[src/rtl/bhf_pkg.sv]
// bfloat16 only, IEEE encoding at the ports, subnormals flushed to zero; rounding codes follow RISC-V frm
`default_nettype none

package bhf_pkg;

    // Format widths
    localparam int EXP_W  = 8;
    localparam int SIG_W  = 8;
    localparam int FP_W   = 16;
    localparam int BIAS   = 127;

    // Raw product: exact significand product and signed exponent sum
    localparam int PROD_W = 2 * SIG_W;
    localparam int SEXP_W = EXP_W + 2;

    // Pipeline depths
    localparam int MUL_LATENCY = 1;
    localparam int RND_LATENCY = 1;

    // Rounding modes, codes 5 to 7 fall back to RNE
    localparam logic [2:0] RM_RNE = 3'd0;
    localparam logic [2:0] RM_RTZ = 3'd1;
    localparam logic [2:0] RM_RDN = 3'd2;
    localparam logic [2:0] RM_RUP = 3'd3;
    localparam logic [2:0] RM_RMM = 3'd4;

    // Bit positions in fflags
    localparam int FLAG_NV = 4;
    localparam int FLAG_DZ = 3;
    localparam int FLAG_OF = 2;
    localparam int FLAG_UF = 1;
    localparam int FLAG_NX = 0;

    localparam logic [FP_W-1:0] CANON_NAN = 16'h7FC0;

    typedef struct packed {
        logic             sign;
        logic [EXP_W-1:0] exp;
        logic [SIG_W-2:0] man;
    } bf16_fields_t;

    // Raw word or field view of the same 16 bits
    typedef union packed {
        logic [FP_W-1:0] bits;
        bf16_fields_t    f;
    } bf16_t;

endpackage

`default_nettype wire
[src/rtl/bhf_fmul.sv]
// Result after MUL_LATENCY + RND_LATENCY enabled cycles; enable low freezes every stage
`default_nettype none

module bhf_fmul (
    input  wire                  clk,
    input  wire                  rst_n,
    input  wire                  enable,
    input  wire  [2:0]           frm,
    input  wire bhf_pkg::bf16_t  a,
    input  wire bhf_pkg::bf16_t  b,
    output bhf_pkg::bf16_t       y,
    output logic [4:0]           fflags
);
    import bhf_pkg::*;

    logic                     a_sign, a_is_zero, a_is_inf, a_is_nan, a_is_snan;
    logic                     b_sign, b_is_zero, b_is_inf, b_is_nan, b_is_snan;
    logic [EXP_W-1:0]         a_exp, b_exp;
    logic [SIG_W-1:0]         a_sig, b_sig;
    logic                     s1_invalid, s1_is_nan, s1_is_inf, s1_is_zero, s1_sign;
    logic                     s2_invalid, s2_is_nan, s2_is_inf, s2_is_zero, s2_sign;
    logic signed [SEXP_W-1:0] s1_sexp, s2_sexp;
    logic [PROD_W-1:0]        s1_sig, s2_sig;
    logic [2:0]               s2_frm;
    bf16_t                    s2_y;
    logic [4:0]               s2_fflags;

    // Operand decode
    bhf_classify class_a (
        .op      (a),
        .sign    (a_sign),
        .exp     (a_exp),
        .sig     (a_sig),
        .is_zero (a_is_zero),
        .is_inf  (a_is_inf),
        .is_nan  (a_is_nan),
        .is_snan (a_is_snan)
    );

    bhf_classify class_b (
        .op      (b),
        .sign    (b_sign),
        .exp     (b_exp),
        .sig     (b_sig),
        .is_zero (b_is_zero),
        .is_inf  (b_is_inf),
        .is_nan  (b_is_nan),
        .is_snan (b_is_snan)
    );

    // Raw multiplication
    bhf_mul_raw multiplier (
        .a_sign    (a_sign),
        .a_exp     (a_exp),
        .a_sig     (a_sig),
        .a_is_zero (a_is_zero),
        .a_is_inf  (a_is_inf),
        .a_is_nan  (a_is_nan),
        .a_is_snan (a_is_snan),
        .b_sign    (b_sign),
        .b_exp     (b_exp),
        .b_sig     (b_sig),
        .b_is_zero (b_is_zero),
        .b_is_inf  (b_is_inf),
        .b_is_nan  (b_is_nan),
        .b_is_snan (b_is_snan),
        .invalid   (s1_invalid),
        .is_nan    (s1_is_nan),
        .is_inf    (s1_is_inf),
        .is_zero   (s1_is_zero),
        .sign      (s1_sign),
        .sexp      (s1_sexp),
        .sig       (s1_sig)
    );

    pipe_register #(
        .DATAW (5 + SEXP_W + PROD_W + 3),
        .DEPTH (MUL_LATENCY)
    ) pipe_mul (
        .clk      (clk),
        .rst_n    (rst_n),
        .enable   (enable),
        .data_in  ({s1_invalid, s1_is_nan, s1_is_inf, s1_is_zero, s1_sign,
                    s1_sexp, s1_sig, frm}),
        .data_out ({s2_invalid, s2_is_nan, s2_is_inf, s2_is_zero, s2_sign,
                    s2_sexp, s2_sig, s2_frm})
    );

    // Rounding and packing
    bhf_round rounding (
        .invalid (s2_invalid),
        .is_nan  (s2_is_nan),
        .is_inf  (s2_is_inf),
        .is_zero (s2_is_zero),
        .sign    (s2_sign),
        .sexp    (s2_sexp),
        .sig     (s2_sig),
        .frm     (s2_frm),
        .y       (s2_y),
        .fflags  (s2_fflags)
    );

    pipe_register #(
        .DATAW (FP_W + 5),
        .DEPTH (RND_LATENCY)
    ) pipe_rnd (
        .clk      (clk),
        .rst_n    (rst_n),
        .enable   (enable),
        .data_in  ({s2_y.bits, s2_fflags}),
        .data_out ({y.bits, fflags})
    );

endmodule

`default_nettype wire

[src/rtl/bhf_round.sv]
// Combinational; no gradual underflow, results below the smallest normal flush to signed zero
`default_nettype none

module bhf_round (
    input  wire                              invalid,
    input  wire                              is_nan,
    input  wire                              is_inf,
    input  wire                              is_zero,
    input  wire                              sign,
    input  wire signed [bhf_pkg::SEXP_W-1:0] sexp,
    input  wire  [bhf_pkg::PROD_W-1:0]       sig,
    input  wire  [2:0]                       frm,
    output bhf_pkg::bf16_t                   y,
    output logic [4:0]                       fflags
);
    import bhf_pkg::*;

    logic                     norm_hi;
    logic [SIG_W-1:0]         kept;
    logic                     guard;
    logic                     sticky;
    logic                     inexact;
    logic                     rne_inc;
    logic                     inc;
    logic                     ovf_inf;
    logic [SIG_W:0]           rounded;
    logic [SIG_W-2:0]         man_r;
    logic signed [SEXP_W-1:0] exp_n;
    logic signed [SEXP_W-1:0] exp_r;
    logic                     overflow;
    logic                     underflow;

    // Product of normals lies in [1,4), so at most one bit of normalization
    assign norm_hi = sig[PROD_W-1];
    assign kept    = norm_hi ? sig[PROD_W-1 -: SIG_W] : sig[PROD_W-2 -: SIG_W];
    assign guard   = norm_hi ? sig[PROD_W-SIG_W-1] : sig[PROD_W-SIG_W-2];
    assign sticky  = norm_hi ? |sig[PROD_W-SIG_W-2:0] : |sig[PROD_W-SIG_W-3:0];
    assign exp_n   = sexp + $signed({{(SEXP_W-1){1'b0}}, norm_hi});
    assign inexact = guard | sticky;

    // Ties to even
    assign rne_inc = guard & (sticky | kept[0]);

    always_comb begin
        case (frm)
            RM_RNE: begin
                inc     = rne_inc;
                ovf_inf = 1'b1;
            end
            RM_RTZ: begin
                inc     = 1'b0;
                ovf_inf = 1'b0;
            end
            RM_RDN: begin
                inc     = inexact & sign;
                ovf_inf = sign;
            end
            RM_RUP: begin
                inc     = inexact & ~sign;
                ovf_inf = ~sign;
            end
            RM_RMM: begin
                inc     = guard;
                ovf_inf = 1'b1;
            end
            default: begin
                inc     = rne_inc;
                ovf_inf = 1'b1;
            end
        endcase
    end

    assign rounded = {1'b0, kept} + {{SIG_W{1'b0}}, inc};

    // A carry out leaves a zero fraction and bumps the exponent
    assign man_r = rounded[SIG_W-2:0];
    assign exp_r = exp_n + $signed({{(SEXP_W-1){1'b0}}, rounded[SIG_W]});

    assign overflow  = exp_r > (2 ** EXP_W - 2);
    assign underflow = exp_r < 1;

    always_comb begin
        y.bits = '0;
        fflags = '0;
        if (is_nan) begin
            y.bits          = CANON_NAN;
            fflags[FLAG_NV] = invalid;
        end else if (is_inf) begin
            y.f.sign = sign;
            y.f.exp  = '1;
        end else if (is_zero) begin
            y.f.sign = sign;
        end else if (overflow) begin
            y.f.sign        = sign;
            y.f.exp         = ovf_inf ? '1 : {{(EXP_W-1){1'b1}}, 1'b0};
            y.f.man         = ovf_inf ? '0 : '1;
            fflags[FLAG_OF] = 1'b1;
            fflags[FLAG_NX] = 1'b1;
        end else if (underflow) begin
            // Flush to signed zero
            y.f.sign        = sign;
            fflags[FLAG_UF] = 1'b1;
            fflags[FLAG_NX] = 1'b1;
        end else begin
            y.f.sign        = sign;
            y.f.exp         = exp_r[EXP_W-1:0];
            y.f.man         = man_r;
            fflags[FLAG_NX] = inexact;
        end
    end

endmodule

`default_nettype wire

[src/rtl/bhf_mul_raw.sv]
// Combinational; exact product and biased exponent sum, special cases resolved before rounding
`default_nettype none

module bhf_mul_raw (
    input  wire                               a_sign,
    input  wire  [bhf_pkg::EXP_W-1:0]         a_exp,
    input  wire  [bhf_pkg::SIG_W-1:0]         a_sig,
    input  wire                               a_is_zero,
    input  wire                               a_is_inf,
    input  wire                               a_is_nan,
    input  wire                               a_is_snan,
    input  wire                               b_sign,
    input  wire  [bhf_pkg::EXP_W-1:0]         b_exp,
    input  wire  [bhf_pkg::SIG_W-1:0]         b_sig,
    input  wire                               b_is_zero,
    input  wire                               b_is_inf,
    input  wire                               b_is_nan,
    input  wire                               b_is_snan,
    output logic                              invalid,
    output logic                              is_nan,
    output logic                              is_inf,
    output logic                              is_zero,
    output logic                              sign,
    output logic signed [bhf_pkg::SEXP_W-1:0] sexp,
    output logic [bhf_pkg::PROD_W-1:0]        sig
);
    import bhf_pkg::*;

    logic signed [SEXP_W-1:0] a_exp_s;
    logic signed [SEXP_W-1:0] b_exp_s;

    assign a_exp_s = $signed({{(SEXP_W-EXP_W){1'b0}}, a_exp});
    assign b_exp_s = $signed({{(SEXP_W-EXP_W){1'b0}}, b_exp});

    assign sign = a_sign ^ b_sign;
    assign sexp = a_exp_s + b_exp_s - SEXP_W'(BIAS);
    assign sig  = a_sig * b_sig;

    // Signaling NaN input or inf * 0
    assign invalid = a_is_snan | b_is_snan | (a_is_inf & b_is_zero) | (a_is_zero & b_is_inf);

    assign is_nan  = a_is_nan | b_is_nan | invalid;
    assign is_inf  = (a_is_inf | b_is_inf) & ~is_nan;
    assign is_zero = (a_is_zero | b_is_zero) & ~is_nan;

endmodule

`default_nettype wire

[src/rtl/bhf_classify.sv]
// Combinational; subnormal operands are reported as zero and carry a zero significand
`default_nettype none

module bhf_classify (
    input  wire bhf_pkg::bf16_t              op,
    output logic                             sign,
    output logic [bhf_pkg::EXP_W-1:0]        exp,
    output logic [bhf_pkg::SIG_W-1:0]        sig,
    output logic                             is_zero,
    output logic                             is_inf,
    output logic                             is_nan,
    output logic                             is_snan
);
    import bhf_pkg::*;

    logic exp_zero;
    logic exp_ones;
    logic man_zero;
    logic quiet_bit;

    assign exp_zero  = (op.f.exp == '0);
    assign exp_ones  = &op.f.exp;
    assign man_zero  = (op.f.man == '0);
    // MSB of the fraction marks a quiet NaN
    assign quiet_bit = op.bits[SIG_W-2];

    assign sign = op.f.sign;
    assign exp  = op.f.exp;

    // Implicit bit restored for normals only
    assign sig = exp_zero ? '0 : {1'b1, op.f.man};

    assign is_zero = exp_zero;
    assign is_inf  = exp_ones & man_zero;
    assign is_nan  = exp_ones & ~man_zero;
    assign is_snan = is_nan & ~quiet_bit;

endmodule

`default_nettype wire

[src/rtl/pipe_register.sv]
// Delay of DEPTH enabled cycles; DEPTH of zero is a pass-through; reset clears every stage
`default_nettype none

module pipe_register #(
    parameter int DATAW = 1,
    parameter int DEPTH = 1
) (
    input  wire              clk,
    input  wire              rst_n,
    input  wire              enable,
    input  wire  [DATAW-1:0] data_in,
    output logic [DATAW-1:0] data_out
);

    if (DEPTH == 0) begin : g_passthru
        assign data_out = data_in;
    end else begin : g_regs
        logic [DATAW-1:0] stage_q [DEPTH];

        always_ff @(posedge clk) begin
            if (!rst_n) begin
                for (int i = 0; i < DEPTH; i++) begin
                    stage_q[i] <= '0;
                end
            end else if (enable) begin
                stage_q[0] <= data_in;
                for (int i = 1; i < DEPTH; i++) begin
                    stage_q[i] <= stage_q[i-1];
                end
            end
        end

        assign data_out = stage_q[DEPTH-1];
    end

endmodule

`default_nettype wire

[config.mk]
export PLATFORM = sky130hd
export DESIGN_NAME = bhf_fmul
export DESIGN_NICKNAME = d
export VERILOG_FILES = /design/src/rtl/bhf_pkg.sv /design/src/rtl/bhf_fmul.sv /design/src/rtl/bhf_round.sv /design/src/rtl/bhf_mul_raw.sv /design/src/rtl/bhf_classify.sv /design/src/rtl/pipe_register.sv
export SDC_FILE = /design/constraint.sdc
export NUM_CORES = 1
export LEC_CHECK = 0
export BUFFER_PORTS_ARGS = -buffer_cell sky130_fd_sc_hd__buf_2
export CAP_MARGIN = 30
export CORE_ASPECT_RATIO = 1.25
export CORE_MARGIN = 10
export CORE_UTILIZATION = 55
export CTS_CLUSTER_SIZE = 12
export DETAILED_ROUTE_END_ITERATION = 6
export PLACE_DENSITY = 0.85
export SYNTH_ARGS = -nofsm -noshare
export SYNTH_HDL_FRONTEND = slang
export SYNTH_SLANG_ARGS = --single-unit
[constraint.sdc]
create_clock -name clk -period 5.5 [get_ports clk]
set_clock_uncertainty 0.1 [all_clocks]
set_input_delay 0.55 -clock clk [delete_from_list [all_inputs] [get_ports clk]]
set_output_delay 0.55 -clock clk [all_outputs]
set_load 0.05 [all_outputs]
==> qor.yml, run 1 <==
status:
  status: "finished clean"
sta:
  finalCritPeriodShare: 0.9461
  setup_tns_ns: 0
  slew_viol_final: 0
  layout_min_cycle_time_ns: 5.204
  hold_viol: 0
  worst-slew-pin-transition_ns: 0.7046
  max_freq_mhz: 192.2
  rsz0062_at_grt: "no"
  holdWs_ns: 0.4710
  maxSlewHeadroom: 0.5253
  setup_viol: 0
clocking:
  numCtsBuffers: 5
  clkTransAtPathRegs_ns: 0.06
  ctsHtreeMaxLevel: 2
  cts_setup_buffers: 0
  cts_buffer_depth: 2
  cts.sinks: 54
  clock_latency_ns: 0.29
  cts_root_buffer: "clkbuf_16"
  cts_tree: "built"
routing:
  wire_per_inst_microns: 15.29
  viasPerCell: 5.790
  drt_iter0_markers: 219
  drc_errors: 0
  vias: 4406
  drt_pass1_iterations: 4
  wl_mm: 11.64
  ant_nets: 0
cells_and_area:
  nNetsFinal: 759
  area.growth.synth_to_final_pct: 11.83
  drive_gt1_frac: 0.1732
  stdcell_area_sq_mm: 0.006150
  fin_util: 0.6334
  stdcell_count: 761
  antenna_cells: 0
worst_hold_path:
  holdCritPathClass: "reg -> reg"
  hp-start: "pipe_mul.g_regs.stage_q[0][33]"
placed_design:
  numPlacedInstances: 753
  hpwlAfterDp_mm: 9.538
  postPlaceCellArea_sq_mm: 0.005992
  port_buffers: 57
  gp_congestion: 0.9093
floorplanning:
  die-area_sq_mm: 0.01442
  row_count: 40
  core_sq_mm: 0.009709
  start_util: 0.5664
  die_w_microns: 109.4
  ioPinCount: 59
  die_h_microns: 131.8
synth:
  synth_edf_count: 54
  yosysWarnings: 0
  ys_async_sr_fraction: 0
  syn_inst: 575
  synthTopCellsByArea: "edfxtp_1 (29%), fa_1 (14%), ha_1 (11%)"
  synth_nets: 700
  synth_top_area_share: 0.2949
  syn_avg_cell_area_sq_um: 9.564
  ys_seq_area_frac: 0.2949
  netlist_area_sq_mm: 0.005499
  synth_cell_types: 58
  ys_ff_latch: 54
  synth_area_leader_cell: "edfxtp_1"
  ys.flop_type: "edfxtp_1"
critical_path:
  timing.rr.start: "pipe_mul.g_regs.stage_q[0][3]"
  critical-path-max-stage-delay_ns: 0.55
  cp_slowest_cell: "or4_1"
  end_kind: "register"
  crit_path_start_kind: "input pin"
  worstSetupStartpoint: "b[7]"
  arrival_ns: 5.14
  crit_type: "in -> reg"
  crit_fanout: 22
  cpMostUsedCell: "fa_1"
  worstPathRequired_ns: 5.44
  crit_chain: "buf_2, or4_1, nor2_2, nor2_4, and2_1, nand2_1, fa_1, inv_1, fa_1, fa_1, fa_1, ha_1, a2111oi_2, buf_4, o211a_1, a211oi_1, xnor2_1, nor2_1"
power:
  cellPowerDensity_mw_per_mm2: 313.0
  peakVddDrop_uv: 173.4
  power_leakage_nw: 2.827
grt:
  track_usage: 0.1674
  overflow: 0
  grt_pass1_vias: 4601
  antenna_found_initial: 0
  grt_pass1_wl_mm: 20.43
  grt_use_met3: 0.02104
  busiest_layer: "met2"
  met2_usage: 0.3019
  grt_max_degree: 55
  grt_use_met1: 0.1957
job:
  max_cap_violations: 0
## final timing paths
path                                                       end  depth (start not counted)  slack [ns]
worst min register to register   pipe_rnd.g_regs.stage_q[0][3]                          1        0.47
worst max register to register   pipe_rnd.g_regs.stage_q[0][4]                         18        0.32
worst min-delay path             pipe_rnd.g_regs.stage_q[0][3]                          1        0.47
worst max-delay path            pipe_mul.g_regs.stage_q[0][17]                         18        0.30
## report_power, final
part / total [mW] / switching, mW / internal (mW)
combinational: 1.05 / 0.574 / 0.473
clock: 0.294 / 0.126 / 0.168
sequential: 0.583 / 0.0547 / 0.528
## kinds of logic (layout without fill, tap and decap cells)
kind of cell    count (synthesis)  after routing  share of synthesized area
simple gates                  213            213                     0.2046
flops                          54             54                     0.2949
compound gates                 99             99                     0.1226
buf+inv                        79            139                    0.05688
fa+ha+maj                      87             87                     0.2498
xor+xnor                       31             31                    0.04937
mux                            11             11                    0.02116
other cells                     1              1                  0.0006819
## area by class of cell
type / instances / area, sq um
clock buffers: 6 / 128.9
clock inverters: 2 / 13.76
fillers: 777 / 3560
inverters: 53 / 198.9
multi-input cells: 442 / 3586
flip-flops and latches: 54 / 1622
well taps: 126 / 157.7
repair buffers: 78 / 442.9
## registers in the layout (all words and copies together), names as in the netlist
register                 flops
pipe_rnd.g_regs.stage_q     20
pipe_mul.g_regs.stage_q     34
## worst max-delay path: cells and delay by family
family	cells	cell delay, ns
compound gates	3	0.51
buf+inv	3	0.38
xor+xnor	1	0.19
fa+ha+maj	5	2.25
simple gates	6	1.25
## layout by cell type, fill, tap and decap left out, drive strengths merged, types with 9 or more instances in the layout
master  Yosys  final
and2       12     12
nand3      21     21
and3       43     43
o21ai      23     23
a21oi      20     20
nand2      41     41
nor3       17     17
xnor2      24     24
o21a       11     11
ha         49     49
nor2       41     41
fa         38     38
buf         5     78
edfxtp     54     54
inv        53     53
or4         9      9
## routing by layer
metal  vias to the layer above  part of all wire  wire (microns)
met3                        19             0.059             685
met5                         -                 0               0
met1                      2085              0.39            4551
met2                       132              0.53            6192
li1                       2170                 -               -
met4                         0             0.018             206
## Yosys cell counts (all sizes together) (3+ instances only)
master	n
or4	9
o21ai	23
nand3	21
a21oi	20
nor2	41
ha	49
o21bai	3
buf	5
and3	43
fa	38
or3	3
a211oi	6
mux2i	6
nor3b	5
o31ai	5
nor2b	4
nand2	41
o21a	11
xor2	7
and2	12
nand4	7
nor4	3
edfxtp	54
a21o	4
nor3	17
xnor2	24
inv	53
a31o	8
clkbuf	21
mux2	5
## metrics by stage
stage	power (mW)	setup WS, ns
3_3_place_gp	1.567	0.02294
5_1_grt	2.097	0.01514
4_1_cts	1.905	0.2001
3_5_place_dp	1.608	-0.1006
2_1_floorplan	1.354	0.008026
6_report	1.925	0.2963
## repair_timing
action / in CTS / in global routing
hold buffers: 0 / 0
endpoints found under the setup margin: 0 / 5
resized for setup: 0 / 7
Note: power is estimated with default switching activity, not from simulation.
==> run 2: changes to the inputs <==
--- a/config.mk
+++ b/config.mk
@@ -9,10 +9,10 @@
 export CAP_MARGIN = 30
 export CORE_ASPECT_RATIO = 1.25
 export CORE_MARGIN = 10
-export CORE_UTILIZATION = 55
+export CORE_UTILIZATION = 61
 export CTS_CLUSTER_SIZE = 12
 export DETAILED_ROUTE_END_ITERATION = 6
-export PLACE_DENSITY = 0.85
+export PLACE_DENSITY = 0.89
 export SYNTH_ARGS = -nofsm -noshare
 export SYNTH_HDL_FRONTEND = slang
 export SYNTH_SLANG_ARGS = --single-unit
==> constraint.sdc (replaced) <==
create_clock -name clk -period 4.91 [get_ports clk]
set_clock_uncertainty 0.1 [all_clocks]
set_input_delay 0.491 -clock clk [delete_from_list [all_inputs] [get_ports clk]]
set_output_delay 0.491 -clock clk [all_outputs]
set_load 0.05 [all_outputs]
==> qor.yml, run 2 (synthesized netlist as in run 1, its figures left out) <==
clocking:
  clock_latency_ns: 0.30  # about the same
  cts_buffer_depth: 2  # unchanged
  ctsHtreeMaxLevel: 2  # unchanged
  clkTransAtPathRegs_ns: 0.09  # +0.03 ns
  hold_buffers: 0  # unchanged
  numCtsBuffers: 5  # unchanged
  cts.sinks: 54  # unchanged
  cts_tree: "built"
  cts_root_buffer: "clkbuf_8"
worst_hold_path:
  holdCritPathClass: "in -> reg"
  holdPathStages: 3  # +2
  hp-start: "a[15]"
  min_to: "pipe_mul.g_regs.stage_q[0][29]"
critical_path:
  end_kind: "register"
  worstPathRequired_ns: 4.87  # -0.57 ns
  timing.rr.start: "pipe_mul.g_regs.stage_q[0][3]"
  r2r_end: "pipe_rnd.g_regs.stage_q[0][4]"
  reg2regPathDepth: 19  # +1
  crit_fanout: 4  # -82%
  crit_type: "in -> reg"
  ff2ff_setup_slack_ns: 0.12  # -0.20 ns
  arrival_ns: 4.85  # -0.29 ns
  crit_path_start_kind: "input pin"
sta:
  maxSlewHeadroom: 0.5282  # +0.002846
  worst-slew-pin-transition_ns: 0.7078  # +0.003177 ns
  layout_min_cycle_time_ns: 4.895
  hold_viol: 0  # unchanged
  rsz0062_at_grt: "yes"
  max_freq_mhz: 204.3
  setup_viol: 0  # unchanged
  finalCritPeriodShare: 0.9969
  slew_viol_final: 0  # unchanged
floorplanning:
  start_util: 0.6286  # +0.06221
  row_count: 38  # -5.0%
  die_h_microns: 126.2  # -4.3%
  ioPinCount: 59  # unchanged
  die_w_microns: 104.9  # -4.1%
  core_sq_mm: 0.008748  # -9.9%
  die-area_sq_mm: 0.01324  # -8.2%
routing:
  drc_errors: 7  # +7
  vias: 4936  # +12%
  viasPerCell: 6.185  # +6.8%
  wire_per_inst_microns: 18.42  # +20%
  ant_nets: 0  # unchanged
  drt_iter0_markers: 387  # +77%
  drt_pass1_iterations: 7  # +3
  wl_mm: 14.70  # +26%
power:
  power_frac_comb: 0.633  # +0.089
  peakVddDrop_uv: 238.8  # +38%
  netSwitchingPower_mw: 1.012  # +34%
  totalPowerFinal_mw: 2.436  # +27%
  cellPowerDensity_mw_per_mm2: 360.0  # +15%
  switching_share: 0.4156  # +0.02334
  p_int_mw: 1.423  # +22%
  power_frac_seq: 0.271  # -0.032
  clkPwrFrac: 0.096  # -0.057
  power_leakage_nw: 3.040  # +7.5%
grt:
  grt_pass1_vias: 4913  # +6.8%
  antenna_found_initial: 0  # unchanged
  track_usage: 0.1960  # +0.02861
  overflow: 0  # unchanged
  grt_pass1_wl_mm: 22.40  # +9.7%
  grt_max_degree: 34  # -38%
job:
  max_cap_violations: 0  # unchanged
cells_and_area:
  final_cell_mix: "buf_4 (57), buf_2 (55), edfxtp_1 (54)"
  fin_util: 0.7733  # +0.1399
  nNetsFinal: 802  # +5.7%
  area.growth.synth_to_final_pct: 23.03
  drive_gt1_frac: 0.3068  # +0.1336
  layout_commonest_cell: "buf_4"
  largest_register_ffs: 34  # unchanged
  antenna_cells: 0  # unchanged
  reg_top3: "pipe_mul.g_regs.stage_q (34), pipe_rnd.g_regs.stage_q (20)"
  top_register: "pipe_mul.g_regs.stage_q"
placed_design:
  hpwlAfterDp_mm: 10.64  # +12%
  gp_congestion: 0.9058  # -0.38%
  port_buffers: 57  # unchanged
status:
  violations: "DRC"
  status: "finished with violations"
==> run 2: changes by cell type in the layout (fill, tap and decap cells not counted), moves of 5 or more <==
| cell | change |
|---|---|
| and3_4 | +7 |
| fa_2 | +5 |
| clkbuf_16 | -5 |
| ha_4 | +6 |
| fa_1 | -5 |
| or4_1 | -5 |
| ha_1 | -8 |
| or4_4 | +5 |
| clkbuf_8 | +5 |
| inv_1 | -5 |
| and3_1 | -7 |
| buf_4 | +36 |
| inv_2 | +5 |
==> run 2: power groups by stage <==
stage          combinational (mW)  clock (mW)  sequential, mW
2_1_floorplan               0.967           0           0.688
3_3_place_gp                 1.31           0           0.658
3_5_place_dp                 1.40           0           0.662
4_1_cts                      1.41       0.236           0.653
5_1_grt                      1.67       0.249           0.670
6_report                     1.54       0.234           0.660
==> run 2: per-stage QoR <==
stage	setup TNS (ns)	std cells	worst slack [ns]	hold WS [ns]	area (sq um)
3_3_place_gp	-0.8082	773	-0.1547	0.4149	6322
4_1_cts	0	782	0.004375	0.4091	6451
6_report	0	798	0.01500	0.4114	6765
2_1_floorplan	-0.05956	575	-0.03607	0.3967	5674
3_5_place_dp	-2.830	774	-0.3217	0.4220	6350
5_1_grt	-1.237	798	-0.1392	0.4207	6765
==> run 2: cell type report <==
class / count / area, sq um
flip-flops and latches: 54 / 1622
clock buffers: 5 / 68.82
multi-input cells: 445 / 3900
inverters: 53 / 198.9
fillers: 547 / 1983
well taps: 120 / 150.1
repair buffers: 118 / 804.5
clock inverters: 3 / 21.27
==> run 2: worst max-delay path, cell delays in order <==
cell and delay (ns):
buf_2 0.11, or4_4 0.54, nor2_4 0.19, buf_12 0.14, nor2_2 0.06, and3_4 0.19, fa_1 0.55, fa_2 0.45
fa_1 0.49, inv_1 0.05, fa_2 0.53, inv_2 0.04, ha_4 0.29, o21ai_4 0.07, o211a_1 0.25, a211oi_2 0.19
xnor2_1 0.15, nor2_1 0.06
==> run 2: how the worst max path moves through the flow <==
stage                                   startpoint                             end  slack [ns]  depth (start not counted)
floorplan                                     a[7]  pipe_mul.g_regs.stage_q[0][17]       -0.04                         17
global placement                              a[7]  pipe_mul.g_regs.stage_q[0][18]       -0.15                         18
detailed placement                            a[7]  pipe_mul.g_regs.stage_q[0][18]       -0.32                         18
CTS                                           a[7]  pipe_mul.g_regs.stage_q[0][17]       0.004                         18
global route        pipe_mul.g_regs.stage_q[0][18]  pipe_rnd.g_regs.stage_q[0][10]       -0.14                         18
finish                                        b[7]  pipe_mul.g_regs.stage_q[0][17]        0.01                         18
==> run 2: timing repair <==
item,CTS,global route
endpoints found under the hold margin,0,0
gates cloned,0,3
resized for setup,5,42
setup buffers,0,13
pin swaps,1,37
endpoints found under the setup margin,9,22
==> run 2: metal layers <==
metal / wire, microns / vias to the layer above / global-route usage
met5: 0 / - / 0
met4: 606 / 0 / 0.07767
met3: 843 / 59 / 0.02551
met2: 7963 / 264 / 0.3753
met1: 5288 / 2357 / 0.2106
li1: - / 2256 / -
==> run 3: changes to the inputs <==
--- a/config.mk
+++ b/config.mk
@@ -5,7 +5,7 @@
 export SDC_FILE = /design/constraint.sdc
 export NUM_CORES = 1
 export LEC_CHECK = 0
-export BUFFER_PORTS_ARGS = -buffer_cell sky130_fd_sc_hd__buf_2
+export BUFFER_PORTS_ARGS = -buffer_cell sky130_fd_sc_hd__clkbuf_2
 export CAP_MARGIN = 30
 export CORE_ASPECT_RATIO = 1.25
 export CORE_MARGIN = 10
==> qor.yml, run 3 (synthesized netlist as in run 1, its figures left out) <==
grt:
  antenna_found_initial: 0  # unchanged
  grt_pass1_vias: 5100  # +3.8%
  grt_pass1_wl_mm: 22.45  # +0.21%
  grt_max_degree: 45  # +32%
  track_usage: 0.1972  # +0.001174
  overflow: 0  # unchanged
power:
  peakVddDrop_uv: 209.9  # -12%
  power_frac_seq: 0.282  # +0.011
  power_frac_comb: 0.625  # -0.008
  netSwitchingPower_mw: 0.9672  # -4.5%
  switching_share: 0.4112  # -0.004382
  cellPowerDensity_mw_per_mm2: 356.4  # -1.0%
  p_int_mw: 1.385  # -2.7%
  power_leakage_nw: 3.009  # -1.0%
  clkPwrFrac: 0.093  # -0.003
critical_path:
  crit_path_start_kind: "input pin"
  crit_type: "in -> reg"
  reg2regPathDepth: 18  # -1
  crit_fanout: 14  # +10
  worstSetupStartpoint: "a[11]"
  end_kind: "register"
  worstPathRequired_ns: 4.85  # -0.02 ns
  arrival_ns: 4.85  # about the same
  timing.rr.start: "pipe_mul.g_regs.stage_q[0][3]"
  ff2ff_setup_slack_ns: 0.20  # +0.08 ns
routing:
  vias: 4828  # -2.2%
  drt_iter0_markers: 306  # -21%
  ant_nets: 0  # unchanged
  viasPerCell: 6.104  # -1.3%
  drt_pass1_iterations: 6  # -1
  drc_errors: 0  # -7
  wire_per_inst_microns: 17.32  # -6.0%
  wl_mm: 13.70  # -6.8%
sta:
  max_freq_mhz: 203.7  # -0.29%
  slew_viol_final: 0  # unchanged
  worst-slew-pin-transition_ns: 0.6926  # -0.01514 ns
  finalCritPeriodShare: 0.9998  # +0.002873
  maxSlewHeadroom: 0.5334  # +0.005212
  rsz0062_at_grt: "yes"
  setup_slack_ns: 0.0008904  # -0.01411 ns
  layout_min_cycle_time_ns: 4.909  # +0.01411 ns
  holdWs_ns: 0.4159  # +0.004574 ns
  hold_viol: 0  # unchanged
  setup_viol: 0  # unchanged
placed_design:
  place_ws_ns: -0.3010  # +0.02067 ns
  port_buffers: 57  # unchanged
  hpwlAfterDp_mm: 10.69  # +0.39%
  gp_congestion: 0.8927  # -1.4%
cells_and_area:
  antenna_cells: 0  # unchanged
  reg_top3: "pipe_mul.g_regs.stage_q (34), pipe_rnd.g_regs.stage_q (20)"
  area.growth.synth_to_final_pct: 20.00
  final_cell_mix: "clkbuf_2 (56), buf_4 (55), edfxtp_1 (54)"
  layout_commonest_cell: "clkbuf_2"
  top_register: "pipe_mul.g_regs.stage_q"
  drive_gt1_frac: 0.2742  # -0.03257
  largest_register_ffs: 34  # unchanged
  nNetsFinal: 796  # -0.75%
  fillers: 602  # +10%
floorplanning:
  die_w_microns: 104.9  # unchanged
  start_util: 0.6286  # unchanged
  die-area_sq_mm: 0.01324  # unchanged
  row_count: 38  # unchanged
  die_h_microns: 126.2  # unchanged
  core_sq_mm: 0.008748  # unchanged
  ioPinCount: 59  # unchanged
clocking:
  cts_buffer_depth: 2  # unchanged
  cts_root_buffer: "clkbuf_8"
  ctsHtreeMaxLevel: 2  # unchanged
  numCtsBuffers: 5  # unchanged
  clock_latency_ns: 0.29  # about the same
  cts_tree: "built"
  clkTransAtPathRegs_ns: 0.08  # about the same
  cts.sinks: 54  # unchanged
worst_hold_path:
  holdPathStages: 2  # -1
  holdCritPathClass: "in -> reg"
  hp-start: "frm[2]"
status:
  status: "finished clean"
job:
  max_cap_violations: 0  # unchanged
[run 3: layout make-up]
class / count / area [sq um] / area share
Multi-Input combinational cell: 443 / 3814 / 0.5779
Sequential cell: 54 / 1622 / 0.2457
Timing Repair Buffer: 114 / 735.7 / 0.1115
Inverter: 53 / 198.9 / 0.03015
Tap cell: 120 / 150.1 / 0.02275
Clock buffer: 5 / 68.82 / 0.01043
Clock inverter: 2 / 10.01 / 0.001517
[run 3: through the flow]
step / setup TNS, ns / utilization / std cells / cell area (sq um) / power (mW)
after floorplan: -0.05956 / - / 575 / 5674 / 1.655
after CTS: 0 / 0.7371 / 784 / 6449 / 2.280
final: 0 / 0.7543 / 791 / 6599 / 2.352
after global routing: -0.7106 / 0.7543 / 791 / 6599 / 2.516
after detailed placement: -2.131 / 0.7275 / 777 / 6365 / 2.057
after global placement: -0.6827 / 0.7253 / 776 / 6345 / 1.964
[run 3: layer usage]
layer | vias to the layer above | global-route usage | wire length [microns]
li1 | 2250 | - | -
met1 | 2272 | 0.2110 | 5029
met2 | 255 | 0.3716 | 7219
met3 | 51 | 0.02500 | 936
met4 | 0 | 0.09466 | 514
met5 | - | 0 | 0
[run 3: final timing paths]
check,endpoint
worst max-delay path,pipe_mul.g_regs.stage_q[0][16]
worst min-delay path,pipe_mul.g_regs.stage_q[0][2]
worst max register to register,pipe_rnd.g_regs.stage_q[0][10]
worst min register to register,pipe_rnd.g_regs.stage_q[0][3]
[run 3: critical path, stage by stage]
cell and delay (ns):
clkbuf_2 0.09, or4_4 0.54, nor2_4 0.15, buf_4 0.16
nor2_4 0.07, and2_1 0.18, fa_1 0.50, fa_1 0.50
fa_1 0.49, inv_1 0.05, fa_2 0.51, inv_1 0.06
ha_4 0.17, a2111oi_4 0.35, buf_4 0.20, a211oi_2 0.08
nor3_2 0.19, nor3b_2 0.07
[run 3: power by group through the flow]
| stage | registers (mW) | logic (mW) | clock network (mW) |
|---|---|---|---|
| 2_1_floorplan | 0.688 | 0.967 | 0 |
| 3_3_place_gp | 0.658 | 1.31 | 0 |
| 3_5_place_dp | 0.665 | 1.39 | 0 |
| 4_1_cts | 0.655 | 1.41 | 0.219 |
| 5_1_grt | 0.671 | 1.61 | 0.234 |
| 6_report | 0.663 | 1.47 | 0.220 |
[run 3: what timing repair did]
| action | 4_1_cts | 5_1_grt |
|---|---|---|
| cloned | 0 | 1 |
| buffers inserted | 0 | 6 |
| hold buffers | 0 | 0 |
| pin swaps | 0 | 20 |
| setup endpoints to repair | 8 | 20 |
| resized for setup | 3 | 24 |
